File: src/source/stuffer_pkg.sv
// stuffer package: shared vector types, trailer states and frame layout constants
package stuffer_pkg;

    // vector types
    typedef logic [7:0]  byte_t;   // stream byte or timestamp byte
    typedef logic [31:0] word_t;   // output word, MSB aligned
    typedef logic [1:0]  nbytes_t; // valid bytes in a word, 0 means 4
    typedef logic [21:0] wcount_t; // image size in 4-byte words

    // trailer sequencer
    typedef enum logic [2:0] {
        TRL_IDLE, // between frames
        TRL_DATA, // frame data flowing
        TRL_PAD,  // zero words up to the metadata slot
        TRL_META, // seconds, microseconds, size, zero
        TRL_ZERO  // closing zero words
    } trl_state_t;

    // timestamp layout
    localparam int TS_BYTES = 8; // 4 bytes seconds, 4 bytes microseconds, LSB first
    localparam int TS_DEPTH = 2; // frames buffered between start and last block

    // trailer layout
    localparam int TRAILER_ALIGN = 8; // frame length granule in words
    localparam int META_SLOT     = 4; // word count mod align where metadata begins
    localparam int META_WORDS    = 4;
    localparam int ZERO_WORDS    = 8;

    // escape value, always followed by 0x00 in the output
    localparam byte_t ESC_BYTE = 8'hff;

endpackage

File: src/source/bit_stuffer_metadata.sv
// metadata stage: forwards data words and closes each frame with padding, metadata and zeros
`timescale 1ns/1ps

module bit_stuffer_metadata (
    input  logic                 xclk,
    input  logic                 xrst,
    input  logic                 last_block,  // rising edge fetches the timestamp
    input  logic                 ts_pre_stb,
    input  stuffer_pkg::byte_t   ts_data,
    input  logic                 frame_start, // falling edge starts the frame
    input  stuffer_pkg::word_t   din,
    input  stuffer_pkg::nbytes_t bytes_in,
    input  logic                 in_stb,
    input  logic                 flush,
    input  logic                 abort,       // rising edge forces a flush
    output stuffer_pkg::word_t   data_out,
    output logic                 data_out_valid,
    output logic                 done,
    output logic                 running
);
    import stuffer_pkg::*;

    trl_state_t state;
    logic [2:0] trl_idx;      // word index within meta or zero section
    wcount_t    wcnt;         // words sent in this frame
    word_t      size_word;
    word_t      ts_word [2];  // seconds, microseconds
    word_t      meta_word;
    byte_t      ts_dout;
    logic [2:0] ts_idx;
    logic [3:0] ts_in;        // readout window, bit 3 set when idle
    logic       frame_start_d;
    logic       last_block_d;
    logic       abort_r;
    logic       abort_d;
    logic       force_flush;
    logic       trl_end;      // last zero word on the output
    logic       stb_start;
    logic       ts_rstb;
    logic       trailer;
    logic       trl_start;
    logic       accept;
    logic       at_slot;
    logic       pad_last;
    logic       meta_last;
    logic       zero_last;

    assign stb_start = frame_start_d && !frame_start;
    assign ts_rstb   = last_block && !last_block_d;
    assign trailer   = (state == TRL_PAD) || (state == TRL_META) || (state == TRL_ZERO);
    assign trl_start = (flush || force_flush) && !trailer;
    assign accept    = in_stb && !trailer && !force_flush; // data dropped once trailer runs
    assign at_slot   = (wcnt % TRAILER_ALIGN) == META_SLOT;
    assign pad_last  = ((wcnt + 1) % TRAILER_ALIGN) == META_SLOT;
    assign meta_last = (state == TRL_META) && (trl_idx == 3'(META_WORDS - 1));
    assign zero_last = (state == TRL_ZERO) && (trl_idx == 3'(ZERO_WORDS - 1));

    always_comb begin
        case (trl_idx)
            3'd0:    meta_word = ts_word[0];
            3'd1:    meta_word = ts_word[1];
            3'd2:    meta_word = size_word;
            default: meta_word = '0;
        endcase
    end

    // timestamp bytes arrive LSB first, LSB lands in the high lane
    always_ff @(posedge xclk) begin
        if (!ts_in[3]) ts_word[ts_idx[2]][31 - 8 * int'(ts_idx[1:0]) -: 8] <= ts_dout;
    end

    // size: word count, last byte count, 0xff marker
    always_ff @(posedge xclk) begin
        if (xrst || zero_last) size_word <= {22'd0, 2'd0, 8'hff};
        else if (accept)       size_word <= {wcount_t'(wcnt + 1'b1), bytes_in, 8'hff};
    end

    always_ff @(posedge xclk) begin
        if (accept)                 data_out <= din;
        else if (state == TRL_META) data_out <= meta_word;
        else                        data_out <= '0; // pad and closing zeros
    end

    always_ff @(posedge xclk) begin
        if (xrst) begin
            state          <= TRL_IDLE;
            trl_idx        <= '0;
            wcnt           <= '0;
            ts_in          <= 4'd8;
            frame_start_d  <= 1'b0;
            last_block_d   <= 1'b0;
            abort_r        <= 1'b0;
            abort_d        <= 1'b0;
            force_flush    <= 1'b0;
            data_out_valid <= 1'b0;
            trl_end        <= 1'b0;
            done           <= 1'b0;
            running        <= 1'b0;
        end else begin
            frame_start_d <= frame_start;
            last_block_d  <= last_block;
            abort_r       <= abort;
            abort_d       <= abort_r;
            force_flush   <= abort_r && !abort_d && !trailer; // ignored once trailer began
            if (ts_rstb)         ts_in <= '0;
            else if (!ts_in[3])  ts_in <= ts_in + 4'd1;
            if (zero_last)                wcnt <= '0;
            else if (accept || trailer)   wcnt <= wcnt + 1'b1;
            case (state)
                TRL_IDLE, TRL_DATA: begin
                    trl_idx <= '0;
                    if (trl_start)               state <= at_slot ? TRL_META : TRL_PAD;
                    else if (accept || stb_start) state <= TRL_DATA;
                end
                TRL_PAD: begin
                    if (pad_last) state <= TRL_META;
                end
                TRL_META: begin
                    trl_idx <= meta_last ? 3'd0 : trl_idx + 3'd1;
                    if (meta_last) state <= TRL_ZERO;
                end
                TRL_ZERO: begin
                    trl_idx <= trl_idx + 3'd1;
                    if (zero_last) state <= TRL_IDLE;
                end
                default: state <= TRL_IDLE;
            endcase
            data_out_valid <= accept || trailer;
            trl_end        <= zero_last;
            done           <= trl_end;
            if (trl_start)      running <= 1'b0;
            else if (stb_start) running <= 1'b1;
        end
    end

    timestamp_fifo i_timestamp_fifo (
        .xclk     (xclk),
        .xrst     (xrst),
        .pre_stb  (ts_pre_stb),
        .din      (ts_data),
        .advance  (stb_start), // frame start commits its timestamp
        .rstb     (ts_rstb),
        .dout     (ts_dout),
        .dout_idx (ts_idx)
    );

    // upstream stays quiet between flush and done
    a_no_data_in_meta: assert property (@(posedge xclk) disable iff (xrst)
        (state == TRL_META) |-> !in_stb)
        else $error("data word during metadata");

    a_done_pulse: assert property (@(posedge xclk) disable iff (xrst) done |=> !done)
        else $error("done longer than one cycle");

endmodule

File: src/source/byte_stuffer.sv
// byte stuffer that escapes 0xff with a 0x00 and packs the byte stream MSB first into words
`timescale 1ns/1ps

module byte_stuffer (
    input  logic                 xclk,
    input  logic                 xrst,
    input  stuffer_pkg::byte_t   byte_in,
    input  logic                 byte_valid,
    input  logic                 byte_flush, // after last byte of the frame
    output stuffer_pkg::word_t   din,        // packed word MSB aligned
    output stuffer_pkg::nbytes_t bytes_in,   // valid bytes where 0 means 4
    output logic                 in_stb,
    output logic                 flush
);
    import stuffer_pkg::*;

    word_t       sr;         // collected bytes left aligned
    logic [1:0]  cnt;        // bytes held in sr
    logic        pend;       // 0x00 owed for an 0xff that closed a word
    logic        flush_pend; // flush due after the partial word
    logic [63:0] acc;        // sr plus bytes appended this cycle
    logic [2:0]  fill;       // bytes in acc up to 5
    logic        emit;

    // append owed zero, new byte and its escape zero
    always_comb begin
        acc  = {sr, 32'h0};
        fill = {1'b0, cnt};
        if (pend) begin
            acc[63 - 8 * int'(fill) -: 8] = 8'h00;
            fill = fill + 3'd1;
        end
        if (byte_valid) begin
            acc[63 - 8 * int'(fill) -: 8] = byte_in;
            fill = fill + 3'd1;
            if (byte_in == ESC_BYTE) begin
                acc[63 - 8 * int'(fill) -: 8] = 8'h00;
                fill = fill + 3'd1;
            end
        end
    end

    // full word or the remainder at end of frame
    assign emit = fill[2] || (byte_flush && (fill != 3'd0));

    // word and byte count towards the metadata stage
    always_ff @(posedge xclk) begin
        if (emit) begin
            din      <= acc[63:32];
            bytes_in <= fill[2] ? nbytes_t'(0) : fill[1:0];
        end
    end

    always_ff @(posedge xclk) begin
        if (xrst) begin
            sr         <= '0;
            cnt        <= '0;
            pend       <= 1'b0;
            in_stb     <= 1'b0;
            flush_pend <= 1'b0;
            flush      <= 1'b0;
        end else begin
            in_stb <= emit;
            if (fill[2] || byte_flush) begin
                sr  <= '0; // start a fresh word
                cnt <= '0;
            end else begin
                sr  <= acc[63:32];
                cnt <= fill[1:0];
            end
            // only an escape zero can spill past a full word
            pend       <= (fill == 3'd5);
            flush_pend <= byte_flush && (fill != 3'd0);
            flush      <= flush_pend || (byte_flush && (fill == 3'd0));
        end
    end

    // byte_flush is sent only once the last byte has gone
    a_flush_alone: assert property (@(posedge xclk) disable iff (xrst)
        byte_flush |-> !byte_valid)
        else $error("byte_valid together with byte_flush");

endmodule

File: src/source/stuffer_output.sv
// stuffer output top: byte stuffer feeding the metadata and trailer stage
`timescale 1ns/1ps

module stuffer_output (
    input  logic               xclk,
    input  logic               xrst,
    input  stuffer_pkg::byte_t byte_in,
    input  logic               byte_valid,
    input  logic               byte_flush,
    input  logic               ts_pre_stb,
    input  stuffer_pkg::byte_t ts_data,
    input  logic               frame_start,
    input  logic               last_block,
    input  logic               abort,
    output stuffer_pkg::word_t data_out,
    output logic               data_out_valid,
    output logic               done,
    output logic               running
);
    import stuffer_pkg::*;

    word_t   din;      // packed stream word
    nbytes_t bytes_in; // its byte count
    logic    in_stb;
    logic    flush;    // after final word of the frame

    byte_stuffer i_byte_stuffer (
        .xclk       (xclk),
        .xrst       (xrst),
        .byte_in    (byte_in),
        .byte_valid (byte_valid),
        .byte_flush (byte_flush),
        .din        (din),
        .bytes_in   (bytes_in),
        .in_stb     (in_stb),
        .flush      (flush)
    );

    bit_stuffer_metadata i_bit_stuffer_metadata (
        .xclk           (xclk),
        .xrst           (xrst),
        .last_block     (last_block),
        .ts_pre_stb     (ts_pre_stb),
        .ts_data        (ts_data),
        .frame_start    (frame_start),
        .din            (din),
        .bytes_in       (bytes_in),
        .in_stb         (in_stb),
        .flush          (flush),
        .abort          (abort),
        .data_out       (data_out),
        .data_out_valid (data_out_valid),
        .done           (done),
        .running        (running)
    );

endmodule

File: src/source/timestamp_fifo.sv
// timestamp queue: captures 8-byte frame timestamps and replays the oldest one byte by byte
`timescale 1ns/1ps

module timestamp_fifo (
    input  logic               xclk,
    input  logic               xrst,
    input  logic               pre_stb,  // one cycle ahead of 8 timestamp bytes
    input  stuffer_pkg::byte_t din,
    input  logic               advance,  // commit captured timestamp
    input  logic               rstb,     // start readout of oldest entry
    output stuffer_pkg::byte_t dout,
    output logic [2:0]         dout_idx  // byte number of dout
);
    import stuffer_pkg::*;

    byte_t                       cap [TS_BYTES];            // capture buffer
    byte_t                       ring [TS_DEPTH][TS_BYTES]; // committed timestamps
    logic [3:0]                  cap_idx;                   // bit 3 set when idle
    logic [3:0]                  rd_idx;                    // bit 3 set when idle
    logic [$clog2(TS_DEPTH)-1:0] wr_ptr;
    logic [$clog2(TS_DEPTH)-1:0] rd_ptr;
    logic [$clog2(TS_DEPTH):0]   fill;                      // entries held
    logic                        rd_hit;                    // readout started on a real entry
    logic                        full;
    logic                        push;
    logic                        pop;

    assign full = (fill == TS_DEPTH);
    assign push = advance && !full;
    assign pop  = (rd_idx == 4'd7) && rd_hit && !rstb; // last byte leaving, free entry

    // capture and ring storage
    always_ff @(posedge xclk) begin
        if (!cap_idx[3]) cap[cap_idx[2:0]] <= din;
        if (push) begin
            for (int i = 0; i < TS_BYTES; i++) begin
                ring[wr_ptr][i] <= cap[i]; // whole timestamp at once
            end
        end
    end

    // readout, zeros when nothing was queued
    always_ff @(posedge xclk) begin
        if (rstb) begin
            dout     <= (fill != 0) ? ring[rd_ptr][0] : '0;
            dout_idx <= '0;
        end else if (!rd_idx[3]) begin
            dout     <= rd_hit ? ring[rd_ptr][rd_idx[2:0]] : '0;
            dout_idx <= rd_idx[2:0];
        end
    end

    always_ff @(posedge xclk) begin
        if (xrst) begin
            cap_idx <= 4'd8;
            rd_idx  <= 4'd8;
            wr_ptr  <= '0;
            rd_ptr  <= '0;
            fill    <= '0;
            rd_hit  <= 1'b0;
        end else begin
            if (pre_stb)          cap_idx <= '0;
            else if (!cap_idx[3]) cap_idx <= cap_idx + 4'd1;
            if (rstb) begin
                rd_idx <= 4'd1; // byte 0 goes out right away
                rd_hit <= (fill != 0);
            end else if (!rd_idx[3]) begin
                rd_idx <= rd_idx + 4'd1;
            end
            if (push) wr_ptr <= wr_ptr + 1'b1;
            if (pop)  rd_ptr <= rd_ptr + 1'b1;
            fill <= fill + push - pop;
        end
    end

    // producer must not commit into a full ring
    a_no_overrun: assert property (@(posedge xclk) disable iff (xrst) advance |-> !full)
        else $error("timestamp queue overrun");

endmodule

File: config.mk
export PLATFORM = sky130hd
export DESIGN_NAME = stuffer_output
export DESIGN_NICKNAME = d
export VERILOG_FILES = /design/src/source/stuffer_pkg.sv /design/src/source/bit_stuffer_metadata.sv /design/src/source/byte_stuffer.sv /design/src/source/stuffer_output.sv /design/src/source/timestamp_fifo.sv
export SDC_FILE = /design/constraint.sdc
export NUM_CORES = 1
export LEC_CHECK = 0
export ABC_AREA = 0
export BUFFER_PORTS_ARGS = -buffer_cell sky130_fd_sc_hd__clkbuf_2
export CORE_MARGIN = 8
export CORE_UTILIZATION = 53
export CTS_BUF_LIST = sky130_fd_sc_hd__clkbuf_8
export CTS_CLUSTER_SIZE = 20
export DETAILED_ROUTE_END_ITERATION = 10
export HOLD_SLACK_MARGIN = 0.08
export PLACE_DENSITY_LB_ADDON = 0.12
export SYNTH_ARGS = -nofsm -noshare
export SYNTH_HDL_FRONTEND = slang
export SYNTH_SLANG_ARGS = --single-unit
File: constraint.sdc
create_clock -name xclk -period 13.75 [get_ports xclk]
set_input_delay 2.75 -clock xclk [delete_from_list [all_inputs] [get_ports xclk]]
set_output_delay 2.75 -clock xclk [all_outputs]
set_load 0.02 [all_outputs]
# ---- Yosys cells after proc, flatten, opt, wreduce, memory -nomap -nowiden
# Memory sizes are Yosys's and may differ from the RTL's. A register that Yosys moved wholly into a read port is not among the register bits.
# Index checks and enable logic that the tools add are counted.
dict set report totals {
  ramBits 256
  regBits 193
  memories 3
}
dict set report op_classes {
  n_reduce_logical 43
  bitwise 1
  shift 8
  addsub 21
  magnitude_cmp 1
  n_mux 40
  n_eq_ne 19
}
# memory words word_bits read_ports rd_clocked_by_memory_dff wr line_no
set mem_list {}
lappend mem_list {i_bit_stuffer_metadata.i_timestamp_fifo.ring 2 64 1 1 1 timestamp_fifo.sv:17} ;# byte_t ring [TS_DEPTH][TS_BYTES];
lappend mem_list {i_bit_stuffer_metadata.i_timestamp_fifo.cap 8 8 8 0 1 timestamp_fifo.sv:16} ;# byte_t cap [TS_BYTES];
lappend mem_list {i_bit_stuffer_metadata.ts_word 2 32 2 0 1 bit_stuffer_metadata.sv:27} ;# word_t ts_word [2];
# operator n
set op_table {}
lappend op_table {{$shift A8 B33 Y71 const A} 3}
lappend op_table {{$bwmux W64} 3}
lappend op_table {{$mux W64} 3}
lappend op_table {{$shiftx A8 B33 Y71 const A} 2}
lappend op_table {{$neg A32 Y33} 4}
lappend op_table {{$mux W32} 3}
lappend op_table {{$pmux W32 S3} 1}
lappend op_table {{$shiftx A8 B33 Y71} 1}
lappend op_table {{$mux W8} 6}
lappend op_table {{$shift A8 B33 Y39 const A} 1}
lappend op_table {{$shiftx A8 B33 Y39} 1}
lappend op_table {{$mux W3} 9}
lappend op_table {{$bmux W8 S3} 1}
lappend op_table {{$mux W4} 6}
lappend op_table {{$add A22 B1 Y22 const B} 1}
lappend op_table {{$eq A3 B3 Y1 const B} 5}
lappend op_table {{$logic_and A1 B1 Y1} 14}
lappend op_table {{$sub A6 B6 Y7 const A} 2}
lappend op_table {{$add A3 B1 Y3 const B} 4}
lappend op_table {{$add A4 B1 Y4 const B} 3}
lappend op_table {{$eq A3 B2 Y1 const B} 4}
lappend op_table {{$pmux W3 S4} 1}
lappend op_table {{$reduce_or A2 Y1} 6}
lappend op_table {{$logic_not A3 Y1} 3}
lappend op_table {{22 further kinds} 46}

# ---- Longest topological paths before layout
dict set report logic_depth {
  ltp_word 10
  ltp_mapped 14
  ltp_nobuf 10
}

# ---- By module
# Synthesis repeated with hierarchy kept, for this count alone.
dict set report unflattened {
  cells_unflattened 1348
  area_unflattened_um2 17702.0
}
# module cells_each n_inst area_per_inst_um2
set by_module_without_submodules {}
lappend by_module_without_submodules {timestamp_fifo 436 1 8015.2}
lappend by_module_without_submodules {bit_stuffer_metadata 626 1 6593.8}
lappend by_module_without_submodules {byte_stuffer 286 1 3093.0}

# ---- Least setup slack after synthesis
# OpenSTA, ideal clock, no wires.
dict set report synth_timing {
  kind {input to register}
  start {input frame_start}
  end {memory i_bit_stuffer_metadata.i_timestamp_fifo.ring[0][0] (netlist bit), enable pin}
  arrival_ps 5801
  path_buffers 0
  required_time_ps 13263
  path_stages 4
  slack_ps 7462
  cell_sequence {nor2b_1 -> o21a_1 -> inv_1 -> nor2_1}
}
dict set report synth_via {
  elab_chain_cells 5
}
# item line_no
set synth_rtl {}
lappend synth_rtl {{start, declared} stuffer_output.sv:12} ;# input logic frame_start,
lappend synth_rtl {{$logic_not A1 Y1} bit_stuffer_metadata.sv:48} ;# assign stb_start = frame_start_d && !frame_start;
lappend synth_rtl {{$logic_and A1 B1 Y1} bit_stuffer_metadata.sv:48}
lappend synth_rtl {{$logic_and A1 B1 Y1} timestamp_fifo.sv:29} ;# assign push = advance && !full;
lappend synth_rtl {{$mux W1} timestamp_fifo.sv:35} ;# if (push) begin
lappend synth_rtl {{$mux W1 (implied by the code)} timestamp_fifo.sv:37} ;# ring[wr_ptr][i] <= cap[i];
lappend synth_rtl {{end, declared} timestamp_fifo.sv:17}
# Every way passes these cells.

# ---- Final worst setup path
dict set report layout_timing {
  start {input byte_in[5]}
  end {register i_byte_stuffer.sr[4]}
}
dict set report layout_via {
  elab_chain_cells 5
  word_cells_on_any_way 10
  classes_between {eq/ne (1); shift (1); mux (6); reduce/logical (2)}
}
# item line_no
set layout_rtl {}
lappend layout_rtl {{start, declared} stuffer_output.sv:7} ;# input stuffer_pkg::byte_t byte_in,
lappend layout_rtl {{$shiftx A8 B33 Y71 / $eq A8 B8 Y1 (equally long branches)} {byte_stuffer.sv:34, byte_stuffer.sv:36}}
lappend layout_rtl {{$bwmux W64 / $mux W3 (equally long branches)} {byte_stuffer.sv:34, byte_stuffer.sv:36}}
lappend layout_rtl {{$bwmux W64 / $mux W3 (equally long branches)} {byte_stuffer.sv:37, byte_stuffer.sv:33}}
lappend layout_rtl {{$mux W64 / $logic_or A1 B1 Y1 (equally long branches)} {byte_stuffer.sv:36, byte_stuffer.sv:64}}
lappend layout_rtl {{$mux W64 / $reduce_or A2 Y1 (equally long branches)} -}
lappend layout_rtl {{end signal, assigned} byte_stuffer.sv:68} ;# sr <= acc[63:32];
lappend layout_rtl {{end, declared} byte_stuffer.sv:17} ;# word_t sr;
# Several ways; a longest one is shown, not always the timed one.
# A chain may end at the register's enable or synchronous reset.

==> results.yml <==
outcome:
  status: "finished, final reports clean"
timing:
  hold_viol: 0
  setup-tns-final_ns: 0
  slew_viol_final: 0
  finalClockSkew_ns: 0.0221
  tightest_slew_ns: 1.26
  max_freq_mhz: 226
  max_slew_margin_pct: 15.3
  timing.final.crit_share_pct: 32.2
  period_needed_ns: 4.42
  rsz0062_at_grt: "no"
  setup_viol_count_final: 0
  fin_hold_ws_ns: 0.393
drt:
  firstDrtPassIters: 5
  drc: 0
  viasPerCell: 5.45
  routed_wl_mm: 35.6
  wl_per_cell_um: 19.0
  num_vias: 10237
  ant_nets: 0
  drt_iter0_drc: 605
yosys:
  synth_mux_area_share_pct: 7.48
  syn-num-nets: 1345
  ys.flop_type: "edfxtp_1"
  ys_ff_latch: 450
  synthXorXnorAreaFrac_pct: 2.52
  synth_top_family_by_area: "simple AND/OR/NAND/NOR gates"
  netlist_area_mm2: 0.0177
  postSynthCellCount: 1301
  synthAdderAreaFrac_pct: 1.42
  synth-seq-area-share_pct: 67.9
  yosys_warnings: 0
  syn_avg_cell_area_um2: 13.6
  synth-compound-area-share_pct: 7.17
  synthDistinctLibCells: 63
  synthSimpleGateAreaFrac_pct: 11.2
  async_reset_ff_share_pct: 0
  synth_edf_count: 298
worst_setup_path:
  critPathArrivalTime_ns: 4.92
  worst-path-max-fanout: 26
  cp-end-kind: "register"
  critical_path_class: "in -> reg"
  required_ns: 14.25
  start_kind: "input port"
finish:
  layout_commonest_cell: "edfxtp_1"
  layout_common_cells: "edfxtp_1, dfxtp_1, nor2_1, clkbuf_8, mux2i_1"
  diodes: 0
  layout-drive-gt1-share_pct: 16.1
  syn_to_final_growth_pct: 11.9
  fin_nets: 1413
  final_util_pct: 59.5
global_route:
  overflow: 0
  grtUsageTotal_pct: 18.3
  grt_max_degree: 77
  grt_pass1_wl_mm: 56.0
  antenna_found_initial: 0
  grt_pass1_vias: 10396
power_and_ir_drop:
  p_total_mw: 2.72
  leakagePower_nw: 7.12
  vdd.ir_drop.worst_v: 0.000120
  power.density_mw_per_mm2: 138
clocking:
  h-tree-depth: 3
  cts_tree: "built"
  clkSinkCount: 450
  cts_buffers: 74
  clk_pin_slew_ns: 0.06
  clock_latency_ns: 0.60
  root_buffer: "clkbuf_8"
  cts.path.max_buffers: 3
  cts_resized: 0
  ctsHoldBuffers: 0
  post_cts_buffers: 0
floorplanning:
  row_count: 67
  io-pin-count: 59
  die_x_um: 199
  coreArea_mm2: 0.0332
  start_util_pct: 53.2
  dieArea_mm2: 0.0394
  die_height_um: 199
job:
  drv_cap: 0
min_path:
  min_path_type: "reg -> reg"
placement:
  port_buffers: 58
  gp_congestion: 0.862
  dp_hpwl_mm: 23.1
cells in the mapped netlist, types with 24 or more instances:
library cell | number | area (um2)
clkbuf_1 | 39 | 146
nand3_1 | 25 | 125
nand2_1 | 72 | 270
nor3_1 | 42 | 210
and2_1 | 51 | 319
a22o_1 | 25 | 219
buf_2 | 24 | 120
mux4_2 | 24 | 541
mux2i_1 | 74 | 741
o21ai_0 | 60 | 300
edfxtp_1 | 298 | 8950
dfxtp_1 | 152 | 3040
xor2_1 | 26 | 228
a21oi_1 | 60 | 300
nor2_1 | 103 | 387
critical path, cell delays in order:
cell	delay, ns
clkbuf_2	0.15
nand4_1	0.23
nor2_2	0.32
mux2_4	0.37
or3_1	0.70
a211oi_1	0.38
layout make-up:
cell class              count  area, um2
inverters                  13       48.8
clock buffers              85       1170
repair buffers             68        365
well taps                 448        561
fillers                  2692      13400
multi-input cells         762       5340
flip-flops and latches    450      12000
clock inverters            53        277
metal layers:
layer | wire (um) | GRT usage [%]
met1 | 14900 | 22.3
met4 | 925 | 7.22
met3 | 1500 | 3.55
met2 | 18300 | 32.0
met5 | 0 | 0
metrics by stage:
stage               instance area, um2  setup slack [ns]  instances
floorplan                        17700              7.46       1301
global placement                 18300              8.84       1741
detailed placement               18300              8.75       1741
CTS                              19700              9.40       1879
global route                     19700              9.22       1879
finish                           19700              9.33       1879
state kept, by name (all words and copies together), names as in the netlist, 2 cells and up, named ones only:
register                                          cells
i_byte_stuffer.din                                   32
i_bit_stuffer_metadata.trl_idx                        3
i_bit_stuffer_metadata.i_timestamp_fifo.cap          64
i_bit_stuffer_metadata.i_timestamp_fifo.dout_idx      3
i_byte_stuffer.sr                                    32
i_bit_stuffer_metadata.i_timestamp_fifo.cap_idx       4
i_byte_stuffer.bytes_in                               2
i_bit_stuffer_metadata.i_timestamp_fifo.rd_idx        4
i_bit_stuffer_metadata.i_timestamp_fifo.dout          8
i_bit_stuffer_metadata.ts_in                          4
i_bit_stuffer_metadata.data_out                      32
i_bit_stuffer_metadata.i_timestamp_fifo.ring        128
i_bit_stuffer_metadata.ts_word                       64
i_bit_stuffer_metadata.i_timestamp_fifo.fill          2
i_bit_stuffer_metadata.size_word                     24
i_bit_stuffer_metadata.state                          3
i_bit_stuffer_metadata.wcnt                          22
i_byte_stuffer.cnt                                    2
cell families after synthesis:
family,after synthesis
DFF,450
and+or+nand+nor,390
AOI/OAI and AO/OA,201
muxes,101
buffers and inverters,89
xor gates and xnor gates,50
adders and majority gates,20
power by group:
part           switching, mW  internal, mW  total [mW]
clock                  0.520         0.590        1.11
combinational         0.0769        0.0419       0.119
sequential            0.0238          1.47        1.49
worst paths after layout:
path | from | to | slack, ns | depth (start not counted)
min reg2reg | i_bit_stuffer_metadata.abort_d | i_bit_stuffer_metadata.force_flush | 0.39 | 1
max | byte_in[5] | i_byte_stuffer.sr[4] | 9.33 | 6
min | i_bit_stuffer_metadata.abort_d | i_bit_stuffer_metadata.force_flush | 0.39 | 1
max reg2reg | i_byte_stuffer.cnt[0] | i_byte_stuffer.sr[4] | 9.62 | 10
Power figures use the tool's default switching activity.
